$ cat config.mk
export PLATFORM = sky130hd
export DESIGN_NAME = ooo_core_top
export DESIGN_NICKNAME = d
export VERILOG_FILES = /design/src/design/ooo_pkg.sv /design/src/design/ooo_core_top.sv /design/src/design/issue_execute.sv /design/src/design/reservation_station.sv /design/src/design/dispatch_rename.sv
export SDC_FILE = /design/constraint.sdc
export NUM_CORES = 2
export LEC_CHECK = 0
export BUFFER_PORTS_ARGS = -buffer_cell sky130_fd_sc_hd__buf_2
export CAP_MARGIN = 10
export CORE_ASPECT_RATIO = 0.9
export CORE_UTILIZATION = 51
export DETAILED_ROUTE_END_ITERATION = 8
export PLACE_DENSITY = 0.67
export SYNTH_ARGS = -nofsm -noshare
export SYNTH_HDL_FRONTEND = slang
export SYNTH_SLANG_ARGS = --single-unit
$ cat constraint.sdc
create_clock -name clock -period 27.3 [get_ports clock]
set_clock_uncertainty 0.1 [all_clocks]
set_input_delay 5.46 -clock clock [delete_from_list [all_inputs] [get_ports clock]]
set_output_delay 5.46 -clock clock [all_outputs]
set_load 0.02 [all_outputs]
$ cat src/design/ooo_pkg.sv
// Shared widths, opcodes, slot class map and packet structs
// Also holds the CDB tag match helper used by rename and the station
package ooo_pkg;

    localparam int NUM_REGS   = 8;
    localparam int NUM_TAGS   = 16;           // Tag 0 reserved as "value ready"
    localparam int NUM_SLOTS  = 6;
    localparam int MUL_STAGES = 3;            // Issue to CDB latency of a multiply

    typedef logic [31:0] data_t;
    typedef logic [2:0]  reg_idx_t;
    typedef logic [3:0]  rob_tag_t;
    typedef logic [2:0]  slot_idx_t;

    localparam rob_tag_t NO_TAG = '0;

    typedef enum logic [1:0] {
        OP_ADD,
        OP_SUB,
        OP_XOR,
        OP_MUL
    } op_e;

    typedef enum logic {
        FU_ALU,
        FU_MULT
    } fu_e;

    // Class of each station slot, fixed at build time
    localparam fu_e SLOT_FU [NUM_SLOTS] = '{FU_ALU, FU_ALU, FU_ALU, FU_ALU, FU_MULT, FU_MULT};

    // Instruction as it arrives from outside
    typedef struct packed {
        op_e      op;
        reg_idx_t dest;
        reg_idx_t src_a;
        reg_idx_t src_b;
        logic     use_imm;     // imm stands in for src_b
        data_t    imm;
    } inst_pkt_t;

    // Renamed instruction, dispatch to station
    typedef struct packed {
        op_e      op;
        fu_e      fu;
        rob_tag_t tag;         // Result tag
        reg_idx_t dest;
        rob_tag_t t1;          // Zero when v1 holds the value
        data_t    v1;
        rob_tag_t t2;
        data_t    v2;
    } dp_pkt_t;

    // Common data bus broadcast
    typedef struct packed {
        logic     valid;
        rob_tag_t tag;
        reg_idx_t dest;
        data_t    value;
    } cdb_pkt_t;

    // Slot contents seen by execute
    typedef struct packed {
        op_e      op;
        rob_tag_t tag;
        reg_idx_t dest;
        data_t    v1;
        data_t    v2;
    } issue_pkt_t;

    // Pending operand tag matches this cycle's broadcast
    function automatic logic cdb_hit(cdb_pkt_t c, rob_tag_t t);
        return c.valid && (t != NO_TAG) && (c.tag == t);
    endfunction

endpackage
$ cat src/design/ooo_core_top.sv
`timescale 1ns/1ps
// Core top: rename, reservation station and execute joined by wires
module ooo_core_top (
    input  logic               clock,
    input  logic               reset,
    input  logic               squash,
    input  logic               inst_valid,
    input  ooo_pkg::inst_pkt_t inst,
    output logic               inst_ready,
    output ooo_pkg::rob_tag_t  dispatch_tag,
    output ooo_pkg::cdb_pkt_t  cdb
);
    import ooo_pkg::*;

    logic                         dp_valid;
    dp_pkt_t                      dp_pkt;
    logic [1:0]                   class_free;   // Indexed by fu_e
    logic [NUM_SLOTS-1:0]         ready_mask;
    logic [NUM_SLOTS-1:0]         issue_grant;
    issue_pkt_t [NUM_SLOTS-1:0]   slot_pkts;

    dispatch_rename dispatch_rename_i (
        .clock        (clock),
        .reset        (reset),
        .squash       (squash),
        .inst_valid   (inst_valid),
        .inst         (inst),
        .inst_ready   (inst_ready),
        .dispatch_tag (dispatch_tag),
        .class_free   (class_free),
        .dp_valid     (dp_valid),
        .dp_pkt       (dp_pkt),
        .cdb          (cdb)
    );

    reservation_station reservation_station_i (
        .clock       (clock),
        .reset       (reset),
        .squash      (squash),
        .dp_valid    (dp_valid),
        .dp_pkt      (dp_pkt),
        .class_free  (class_free),
        .cdb         (cdb),
        .issue_grant (issue_grant),
        .ready_mask  (ready_mask),
        .slot_pkts   (slot_pkts)
    );

    issue_execute issue_execute_i (
        .clock       (clock),
        .reset       (reset),
        .squash      (squash),
        .ready_mask  (ready_mask),
        .slot_pkts   (slot_pkts),
        .issue_grant (issue_grant),
        .cdb         (cdb)           // Registered bus, also the core output
    );

endmodule

$ cat src/design/issue_execute.sv
`timescale 1ns/1ps
// Issue select, one-cycle ALU, pipelined multiplier and CDB arbitration
module issue_execute (
    input  logic                                        clock,
    input  logic                                        reset,
    input  logic                                        squash,
    input  logic [ooo_pkg::NUM_SLOTS-1:0]               ready_mask,
    input  ooo_pkg::issue_pkt_t [ooo_pkg::NUM_SLOTS-1:0] slot_pkts,
    output logic [ooo_pkg::NUM_SLOTS-1:0]               issue_grant,
    output ooo_pkg::cdb_pkt_t                           cdb
);
    import ooo_pkg::*;

    cdb_pkt_t             mul_pipe [MUL_STAGES-1];   // CDB register acts as last stage
    cdb_pkt_t             mul_out;
    logic [NUM_SLOTS-1:0] alu_pick;
    logic [NUM_SLOTS-1:0] mul_pick;
    slot_idx_t            alu_sel;
    slot_idx_t            mul_sel;
    logic                 alu_go;
    logic                 mul_go;
    issue_pkt_t           alu_in;
    issue_pkt_t           mul_in;
    data_t                alu_res;

    // Lowest ready slot of each class
    always_comb begin
        alu_pick = '0;
        mul_pick = '0;
        alu_sel  = '0;
        mul_sel  = '0;
        for (int i = NUM_SLOTS - 1; i >= 0; i--) begin
            if (ready_mask[i] && SLOT_FU[i] == FU_ALU) begin
                alu_pick = NUM_SLOTS'(1) << i;
                alu_sel  = slot_idx_t'(i);
            end
            if (ready_mask[i] && SLOT_FU[i] == FU_MULT) begin
                mul_pick = NUM_SLOTS'(1) << i;
                mul_sel  = slot_idx_t'(i);
            end
        end
    end

    assign mul_out     = mul_pipe[MUL_STAGES-2];
    assign mul_go      = (|mul_pick) && !squash;
    assign alu_go      = (|alu_pick) && !squash && !mul_out.valid;  // Bus busy with a multiply
    assign issue_grant = (alu_go ? alu_pick : '0) | (mul_go ? mul_pick : '0);
    assign alu_in      = slot_pkts[alu_sel];
    assign mul_in      = slot_pkts[mul_sel];

    always_comb begin
        case (alu_in.op)
            OP_SUB:  alu_res = alu_in.v1 - alu_in.v2;
            OP_XOR:  alu_res = alu_in.v1 ^ alu_in.v2;
            default: alu_res = alu_in.v1 + alu_in.v2;   // ADD, MUL never in an ALU slot
        endcase
    end

    always_ff @(posedge clock or posedge reset) begin
        if (reset) begin
            for (int s = 0; s < MUL_STAGES - 1; s++) begin
                mul_pipe[s] <= '0;
            end
            cdb <= '0;
        end else if (squash) begin
            for (int s = 0; s < MUL_STAGES - 1; s++) begin
                mul_pipe[s] <= '0;                   // Flush in-flight multiplies
            end
            cdb <= '0;
        end else begin
            mul_pipe[0].valid <= mul_go;
            mul_pipe[0].tag   <= mul_in.tag;
            mul_pipe[0].dest  <= mul_in.dest;
            mul_pipe[0].value <= mul_in.v1 * mul_in.v2;   // Low 32 bits
            for (int s = 1; s < MUL_STAGES - 1; s++) begin
                mul_pipe[s] <= mul_pipe[s-1];
            end
            // Multiplier has priority on the bus
            if (mul_out.valid) begin
                cdb <= mul_out;
            end else if (alu_go) begin
                cdb.valid <= 1'b1;
                cdb.tag   <= alu_in.tag;
                cdb.dest  <= alu_in.dest;
                cdb.value <= alu_res;
            end else begin
                cdb.valid <= 1'b0;
            end
        end
    end

endmodule

$ cat src/design/reservation_station.sv
`timescale 1ns/1ps
// Reservation station with class-bound slots, CDB wakeup and free on broadcast
module reservation_station (
    input  logic                                        clock,
    input  logic                                        reset,
    input  logic                                        squash,
    input  logic                                        dp_valid,
    input  ooo_pkg::dp_pkt_t                            dp_pkt,
    output logic [1:0]                                  class_free,
    input  ooo_pkg::cdb_pkt_t                           cdb,
    input  logic [ooo_pkg::NUM_SLOTS-1:0]               issue_grant,
    output logic [ooo_pkg::NUM_SLOTS-1:0]               ready_mask,
    output ooo_pkg::issue_pkt_t [ooo_pkg::NUM_SLOTS-1:0] slot_pkts
);
    import ooo_pkg::*;

    dp_pkt_t              slot_q [NUM_SLOTS];   // Payload plus live operand tags
    logic [NUM_SLOTS-1:0] busy;
    logic [NUM_SLOTS-1:0] issued;               // Sent to execute, awaiting broadcast
    logic [NUM_SLOTS-1:0] free_hit;
    logic                 alloc_found;
    logic                 alloc_en;
    slot_idx_t            alloc_slot;

    // Free slots per class, lowest matching slot wins
    always_comb begin
        class_free  = '0;
        alloc_found = 1'b0;
        alloc_slot  = '0;
        for (int i = NUM_SLOTS - 1; i >= 0; i--) begin
            if (!busy[i]) begin
                class_free[SLOT_FU[i]] = 1'b1;
                if (SLOT_FU[i] == dp_pkt.fu) begin
                    alloc_found = 1'b1;
                    alloc_slot  = slot_idx_t'(i);
                end
            end
        end
    end

    assign alloc_en = dp_valid && alloc_found;   // Dispatch checked class_free already

    // Slot retires when its own tag is broadcast
    always_comb begin
        for (int i = 0; i < NUM_SLOTS; i++) begin
            free_hit[i] = busy[i] && cdb.valid && (cdb.tag == slot_q[i].tag);
        end
    end

    always_ff @(posedge clock or posedge reset) begin
        if (reset) begin
            busy   <= '0;
            issued <= '0;
        end else if (squash) begin
            busy   <= '0;
            issued <= '0;
        end else begin
            for (int i = 0; i < NUM_SLOTS; i++) begin
                if (free_hit[i]) begin
                    busy[i]   <= 1'b0;
                    issued[i] <= 1'b0;
                end else if (issue_grant[i]) begin
                    issued[i] <= 1'b1;               // Drops out of ready_mask
                end
            end
            if (alloc_en) begin
                busy[alloc_slot]   <= 1'b1;          // Slot was idle, no clash with free
                issued[alloc_slot] <= 1'b0;
            end
        end
    end

    // Operand capture off the bus, then new entry write
    always_ff @(posedge clock) begin
        for (int i = 0; i < NUM_SLOTS; i++) begin
            if (cdb_hit(cdb, slot_q[i].t1)) begin
                slot_q[i].t1 <= NO_TAG;
                slot_q[i].v1 <= cdb.value;
            end
            if (cdb_hit(cdb, slot_q[i].t2)) begin
                slot_q[i].t2 <= NO_TAG;
                slot_q[i].v2 <= cdb.value;
            end
        end
        if (alloc_en) begin
            slot_q[alloc_slot] <= dp_pkt;            // Bus hits already folded in
        end
    end

    // Ready view for the issue select
    always_comb begin
        for (int i = 0; i < NUM_SLOTS; i++) begin
            ready_mask[i] = busy[i] && !issued[i]
                         && (slot_q[i].t1 == NO_TAG) && (slot_q[i].t2 == NO_TAG);
            slot_pkts[i].op   = slot_q[i].op;
            slot_pkts[i].tag  = slot_q[i].tag;
            slot_pkts[i].dest = slot_q[i].dest;
            slot_pkts[i].v1   = slot_q[i].v1;
            slot_pkts[i].v2   = slot_q[i].v2;
        end
    end

endmodule

$ cat src/design/dispatch_rename.sv
`timescale 1ns/1ps
// Rename stage: register file, map table, tag free list
// Builds the dispatch packet with same-cycle CDB forwarding
module dispatch_rename (
    input  logic               clock,
    input  logic               reset,
    input  logic               squash,
    input  logic               inst_valid,
    input  ooo_pkg::inst_pkt_t inst,
    output logic               inst_ready,
    output ooo_pkg::rob_tag_t  dispatch_tag,
    input  logic [1:0]         class_free,     // One bit per FU class
    output logic               dp_valid,
    output ooo_pkg::dp_pkt_t   dp_pkt,
    input  ooo_pkg::cdb_pkt_t  cdb
);
    import ooo_pkg::*;

    data_t               regfile [NUM_REGS];
    rob_tag_t            map_tbl [NUM_REGS];      // NO_TAG means regfile is current
    reg_idx_t            tag_dest [NUM_TAGS];
    logic [NUM_TAGS-1:0] older_than [NUM_TAGS];   // Row t: tags in flight when t dispatched
    logic [NUM_TAGS-1:0] tag_busy;
    logic [NUM_TAGS-1:0] stale;                   // Younger writer already updated the reg
    logic [NUM_TAGS-1:0] cdb_mask;
    logic                hold;                    // Quiet cycle after reset or squash
    logic                tag_found;
    logic                accept;
    logic                cdb_wr;
    rob_tag_t            free_tag;
    rob_tag_t            ta;
    rob_tag_t            tb;
    fu_e                 inst_fu;

    // Lowest free tag, tag 0 never handed out
    always_comb begin
        tag_found = 1'b0;
        free_tag  = NO_TAG;
        for (int i = NUM_TAGS - 1; i >= 1; i--) begin
            if (!tag_busy[i]) begin
                tag_found = 1'b1;
                free_tag  = rob_tag_t'(i);
            end
        end
    end

    assign inst_fu      = (inst.op == OP_MUL) ? FU_MULT : FU_ALU;
    assign inst_ready   = tag_found && class_free[inst_fu] && !squash && !hold;
    assign accept       = inst_valid && inst_ready;
    assign dispatch_tag = free_tag;
    assign dp_valid     = accept;
    assign cdb_wr       = cdb.valid && !stale[cdb.tag];   // Only the newest result lands
    assign cdb_mask     = cdb.valid ? (NUM_TAGS'(1) << cdb.tag) : '0;

    // Source lookup, map first, then regfile or bus
    always_comb begin
        ta          = map_tbl[inst.src_a];
        tb          = map_tbl[inst.src_b];
        dp_pkt.op   = inst.op;
        dp_pkt.fu   = inst_fu;
        dp_pkt.tag  = free_tag;
        dp_pkt.dest = inst.dest;
        dp_pkt.t1   = ta;
        dp_pkt.v1   = regfile[inst.src_a];
        dp_pkt.t2   = tb;
        dp_pkt.v2   = regfile[inst.src_b];
        if (cdb_hit(cdb, ta)) begin
            dp_pkt.t1 = NO_TAG;                      // Producer broadcasting right now
            dp_pkt.v1 = cdb.value;
        end
        if (inst.use_imm) begin
            dp_pkt.t2 = NO_TAG;
            dp_pkt.v2 = inst.imm;
        end else if (cdb_hit(cdb, tb)) begin
            dp_pkt.t2 = NO_TAG;
            dp_pkt.v2 = cdb.value;
        end
    end

    // Map table, free list and write ordering
    always_ff @(posedge clock or posedge reset) begin
        if (reset) begin
            for (int r = 0; r < NUM_REGS; r++) begin
                map_tbl[r] <= NO_TAG;
            end
            for (int t = 0; t < NUM_TAGS; t++) begin
                older_than[t] <= '0;
            end
            tag_busy <= '0;
            stale    <= '0;
            hold     <= 1'b1;
        end else if (squash) begin
            for (int r = 0; r < NUM_REGS; r++) begin
                map_tbl[r] <= NO_TAG;
            end
            tag_busy <= '0;                          // Everything in flight is dropped
            hold     <= 1'b1;
        end else begin
            hold <= 1'b0;
            if (cdb.valid) begin
                tag_busy[cdb.tag] <= 1'b0;
                if (map_tbl[cdb.dest] == cdb.tag) begin
                    map_tbl[cdb.dest] <= NO_TAG;     // Still the latest writer
                end
            end
            // Older writers of the same reg must not overwrite this result
            if (cdb_wr) begin
                for (int u = 1; u < NUM_TAGS; u++) begin
                    if (older_than[cdb.tag][u] && tag_dest[u] == cdb.dest) begin
                        stale[u] <= 1'b1;
                    end
                end
            end
            if (accept) begin
                tag_busy[free_tag]   <= 1'b1;
                stale[free_tag]      <= 1'b0;
                map_tbl[inst.dest]   <= free_tag;    // Sources already read the old entry
                for (int t = 0; t < NUM_TAGS; t++) begin
                    older_than[t][free_tag] <= 1'b0; // New tag is younger than all
                end
                older_than[free_tag] <= tag_busy & ~cdb_mask;
            end
        end
    end

    always_ff @(posedge clock) begin
        if (accept) begin
            tag_dest[free_tag] <= inst.dest;
        end
    end

    // Architectural registers survive a squash
    always_ff @(posedge clock or posedge reset) begin
        if (reset) begin
            for (int r = 0; r < NUM_REGS; r++) begin
                regfile[r] <= '0;
            end
        end else if (cdb_wr) begin
            regfile[cdb.dest] <= cdb.value;
        end
    end

endmodule

==> out/summary.md <==
During synthesis, Yosys emitted a total of 0 warnings. From synthesis to final layout, the design area changed by 9.70%. For this design the top-level I/O count stands at 93. The maximum fanout count along the critical path works out to 6. STA classifies the critical path endpoint as an output pin. The average instance in the mapped netlist occupies 10.7 sq um. Dividing the detail-routed via count by the number of cells gives 6.19. The arrival time reported for the critical path endpoint was 6700 ps. The number of synthesized register bits was 1219; the number of cells produced by synthesis was 7067.

In this run the standard cell core region covers 147000 sq um. In this run the worst setup path terminates at inst_ready. The number of hold violations in the final report is 0, and the die height is 368 microns. The run finished with clean final reports. Setup repair after global routing left no endpoint under its margin. The logs give 21740 ps for the worst path required time and 75800 sq um for the cell area after synthesis.

The most frequently used flop master after synthesis is sky130_fd_sc_hd__dfrtp_1. The shortest clock period the worst path allows after layout is 12260 ps, and the insertion delay to the later sink of the worst-skew pair is 780 ps. The netlist uses 84 different library cells. The tools report the number of buffers inserted for hold repair after clock tree synthesis as 0. Post-detailed-route count of antenna-violating nets: 0.

The layer with the highest usage is met2. The logs give 0.459 for the fraction of met2 tracks used by global routing and 6335 for the number of DRC violations after detailed-routing iteration 0. Routability-driven placement finished with a final weighted congestion of 0.938.

Leakage dissipation: 35.4 nW. The sort of element at the start of the critical path was an input pin. The total count of max-transition violations in the final report is 0, and the number of cell rows is 133.

The fraction of layout instances using a drive strength above 1 was 0.148. For the estimated wirelength of the detail-placed design, the log shows 159000 microns. Yosys mapped a number of flops with a built-in enable equal to 527. The starting density of the core is 0.516. Reg-to-reg critical path endpoint: issue_execute_i.mul_pipe[70]. TritonCTS built the clock tree. The run gives 0.0660 as the met3 global-route usage. The final layout contains 7617 nets. The power per cell area works out to 71.8 nW/um^2.

The highest ir drop seen on vdd was 0.186 mV; the number of setup buffers added after CTS was 0. Gates resized during post-CTS repair numbered 0. The tools report the sequential fraction of the synthesis area as 0.437.

The H-tree level count was 4; the part of the cycle the worst path needs was 0.449. Setup violations remaining at the end of the flow were counted as 0. The routing usage on met1 came out at 0.441.

The worst-case headroom to the max-slew limit came out at 0.127. The number of maximum-capacitance violations is 0, and the clock sink count is 1219. The async set-reset flop share out of synthesis came out at 0.568. The worst register-to-register path has a depth of 30. The run gives 15040 ps as the setup slack of the critical path after layout.

Top-area cell type share of the netlist area: 0.228. Top cell type by total area after synthesis: sky130_fd_sc_hd__dfrtp_1. After synthesis, the cell types taking the most area are sky130_fd_sc_hd__dfrtp_1 23%, sky130_fd_sc_hd__edfxtp_1 21%, sky130_fd_sc_hd__fa_1 11%. The clock slew at the register clock pins of the worst setup and hold paths was 60 ps; the DRC violation count after routing was 0.

Tracing the worst setup path back leads to its startpoint at inst[43]. For the CTS buffer count, the log shows 131. Routed wire length: 227000 microns.

The detailed-route via count was 56159; the average wire per cell in the routed design was 25.0 microns. Timing would allow up to 81.6 MHz. The worst setup path is of the in -> out kind.

The accumulated negative setup slack was 0 ps; the remaining global-route overflow was 0. Overall global routing resource usage: 0.304. The area of the die was 150000 sq um. Entering global routing, the biggest net connects 127 pins. Number of fillers in the final layout: 12397. Initial antenna violation count: 4. Synthesis produced a netlist with a net count of 7679.

The number of detailed-route iterations in the first pass is 7. In this run the deepest clock path goes through 3 buffers. The internal reg-to-reg setup slack was 16630 ps. The floorplan step set the die width to 408 microns.

The tightest min-delay check is of the reg -> reg type. At the pin with the least slew margin, the transition time is 1300 ps. Global-route wire length before repair: 346000 microns. In this run the clock root is driven by a sky130_fd_sc_hd__clkbuf_16. The worst flop-to-flop path startpoint was reservation_station_i.busy[4]. The logs give 15120 ps for the post-placement worst setup slack and 55240 for the via count of the first global-routing pass. Port buffering added 92 buffers.
## state kept, by name, indices dropped and copies added, names as in the netlist, 15 cells and up, named ones only
| name | flops |
|---|---|
| dispatch_rename_i.regfile | 256 |
| dispatch_rename_i.map_tbl | 32 |
| dispatch_rename_i.stale | 16 |
| issue_execute_i.mul_pipe | 40 |
| dispatch_rename_i.older_than | 225 |
| dispatch_rename_i.tag_dest | 45 |
| reservation_station_i.slot_q | 482 |
| issue_execute_i.cdb | 40 |
| dispatch_rename_i.tag_busy | 15 |
| issue_execute_i.mul_out | 40 |
## per-layer routing
metal,part of all wire,vias to the layer above,routed length (microns)
met5,0,-,0
met4,0.030,0,6870
met3,0.11,424,24400
met2,0.45,2921,101000
met1,0.42,28392,94400
li1,-,24422,-
## final cells by class
cell class | instances | area (sq um) | area share
inverters | 458 | 1730 | 0.0208
diodes | 4 | 10.0 | 0.000120
clock inverters | 58 | 831 | 0.00999
well taps | 1957 | 2450 | 0.0294
multi-input cells | 4928 | 39500 | 0.475
repair buffers | 267 | 1800 | 0.0216
flip-flops and latches | 1219 | 33200 | 0.399
clock buffers | 182 | 3720 | 0.0448
## stage by stage
stage / instances / utilization / hold slack [ps] / instance area [sq um] / power, W
after global routing: 9069 / 0.567 / 306 / 83200 / 0.00626
after CTS: 9068 / 0.566 / 289 / 83100 / 0.00593
after detailed placement: 8828 / 0.535 / 275 / 78600 / 0.00405
after floorplan: 7067 / - / 325 / 75800 / 0.00341
final: 9073 / 0.567 / 289 / 83200 / 0.00597
after global placement: 8828 / 0.535 / 260 / 78600 / 0.00402
## worst min path at each step
stage                                from                    endpoint  slack [ps]  cells past startpoint
2_1_floorplan  dispatch_rename_i.stale[0]  dispatch_rename_i.stale[0]         320                      1
3_3_place_gp   dispatch_rename_i.stale[0]  dispatch_rename_i.stale[0]         260                      0
3_5_place_dp   dispatch_rename_i.stale[0]  dispatch_rename_i.stale[0]         280                      0
4_1_cts        dispatch_rename_i.stale[0]  dispatch_rename_i.stale[0]         290                      0
5_1_grt        dispatch_rename_i.stale[0]  dispatch_rename_i.stale[0]         310                      0
6_report       dispatch_rename_i.stale[0]  dispatch_rename_i.stale[0]         290                      0
## critical path: stages
cell,delay (ps)
sky130_fd_sc_hd__buf_2,130
sky130_fd_sc_hd__nand2_1,160
sky130_fd_sc_hd__nand3_1,130
sky130_fd_sc_hd__o221ai_1,470
sky130_fd_sc_hd__a21oi_1,140
sky130_fd_sc_hd__buf_2,200
## report_power, final
group | total [W] | leakage (nW) | internal [W] | switching [W]
registers | 0.00199 | 14.4 | 0.00196 | 0.0000262
logic | 0.00211 | 18.7 | 0.000809 | 0.00130
clock network | 0.00187 | 2.20 | 0.00108 | 0.000787
## Yosys cell counts (9+ instances only)
master                     instances
sky130_fd_sc_hd__a31oi_1          91
sky130_fd_sc_hd__o21ai_1          10
sky130_fd_sc_hd__and2_1           38
sky130_fd_sc_hd__nand4_1          21
sky130_fd_sc_hd__nand2_1         861
sky130_fd_sc_hd__a311oi_1         20
sky130_fd_sc_hd__and3_1           13
sky130_fd_sc_hd__nand2b_1         33
sky130_fd_sc_hd__xnor2_1         158
sky130_fd_sc_hd__o21ai_0         633
sky130_fd_sc_hd__mux2_2          268
sky130_fd_sc_hd__mux2i_1         144
sky130_fd_sc_hd__inv_1           451
sky130_fd_sc_hd__mux4_2          226
sky130_fd_sc_hd__xor2_1          115
sky130_fd_sc_hd__or3_1            14
sky130_fd_sc_hd__a21oi_1         297
sky130_fd_sc_hd__buf_1            54
sky130_fd_sc_hd__o21a_1           18
sky130_fd_sc_hd__a22oi_1          41
sky130_fd_sc_hd__clkbuf_1        366
sky130_fd_sc_hd__a22o_1           60
sky130_fd_sc_hd__nor3b_1           9
sky130_fd_sc_hd__nor2_1          748
sky130_fd_sc_hd__fa_1            409
sky130_fd_sc_hd__edfxtp_1        527
sky130_fd_sc_hd__dfrtp_1         691
sky130_fd_sc_hd__buf_4            10
sky130_fd_sc_hd__nand3_1          36
sky130_fd_sc_hd__ha_1            155
sky130_fd_sc_hd__nor3_1           82
sky130_fd_sc_hd__a21o_1           51
sky130_fd_sc_hd__nor2b_1         135
sky130_fd_sc_hd__nor4_1           13
sky130_fd_sc_hd__a211oi_1        105
sky130_fd_sc_hd__a221oi_1          9
sky130_fd_sc_hd__buf_2            32
## cells in the final DEF, fill, tap and decap left out, types with 226 or more instances in the layout
cell,Yosys,routed
sky130_fd_sc_hd__edfxtp_1,527,527
sky130_fd_sc_hd__dfrtp_1,691,684
sky130_fd_sc_hd__mux2_2,268,268
sky130_fd_sc_hd__a21oi_1,297,289
sky130_fd_sc_hd__nand2_1,861,856
sky130_fd_sc_hd__inv_1,451,450
sky130_fd_sc_hd__mux4_2,226,226
sky130_fd_sc_hd__o21ai_0,633,623
sky130_fd_sc_hd__fa_1,409,409
sky130_fd_sc_hd__nor2_1,748,741
## cells by family after synthesis
family | after synthesis | share of synthesized area
and+or+nand+nor | 2037 | 0.115
AOI/OAI and AO/OA | 1415 | 0.110
DFF | 1219 | 0.437
buffers and inverters | 920 | 0.0466
muxes | 638 | 0.126
adders and majority gates | 564 | 0.134
xor gates and xnor gates | 274 | 0.0318
Note: power is estimated with default switching activity, not from simulation.
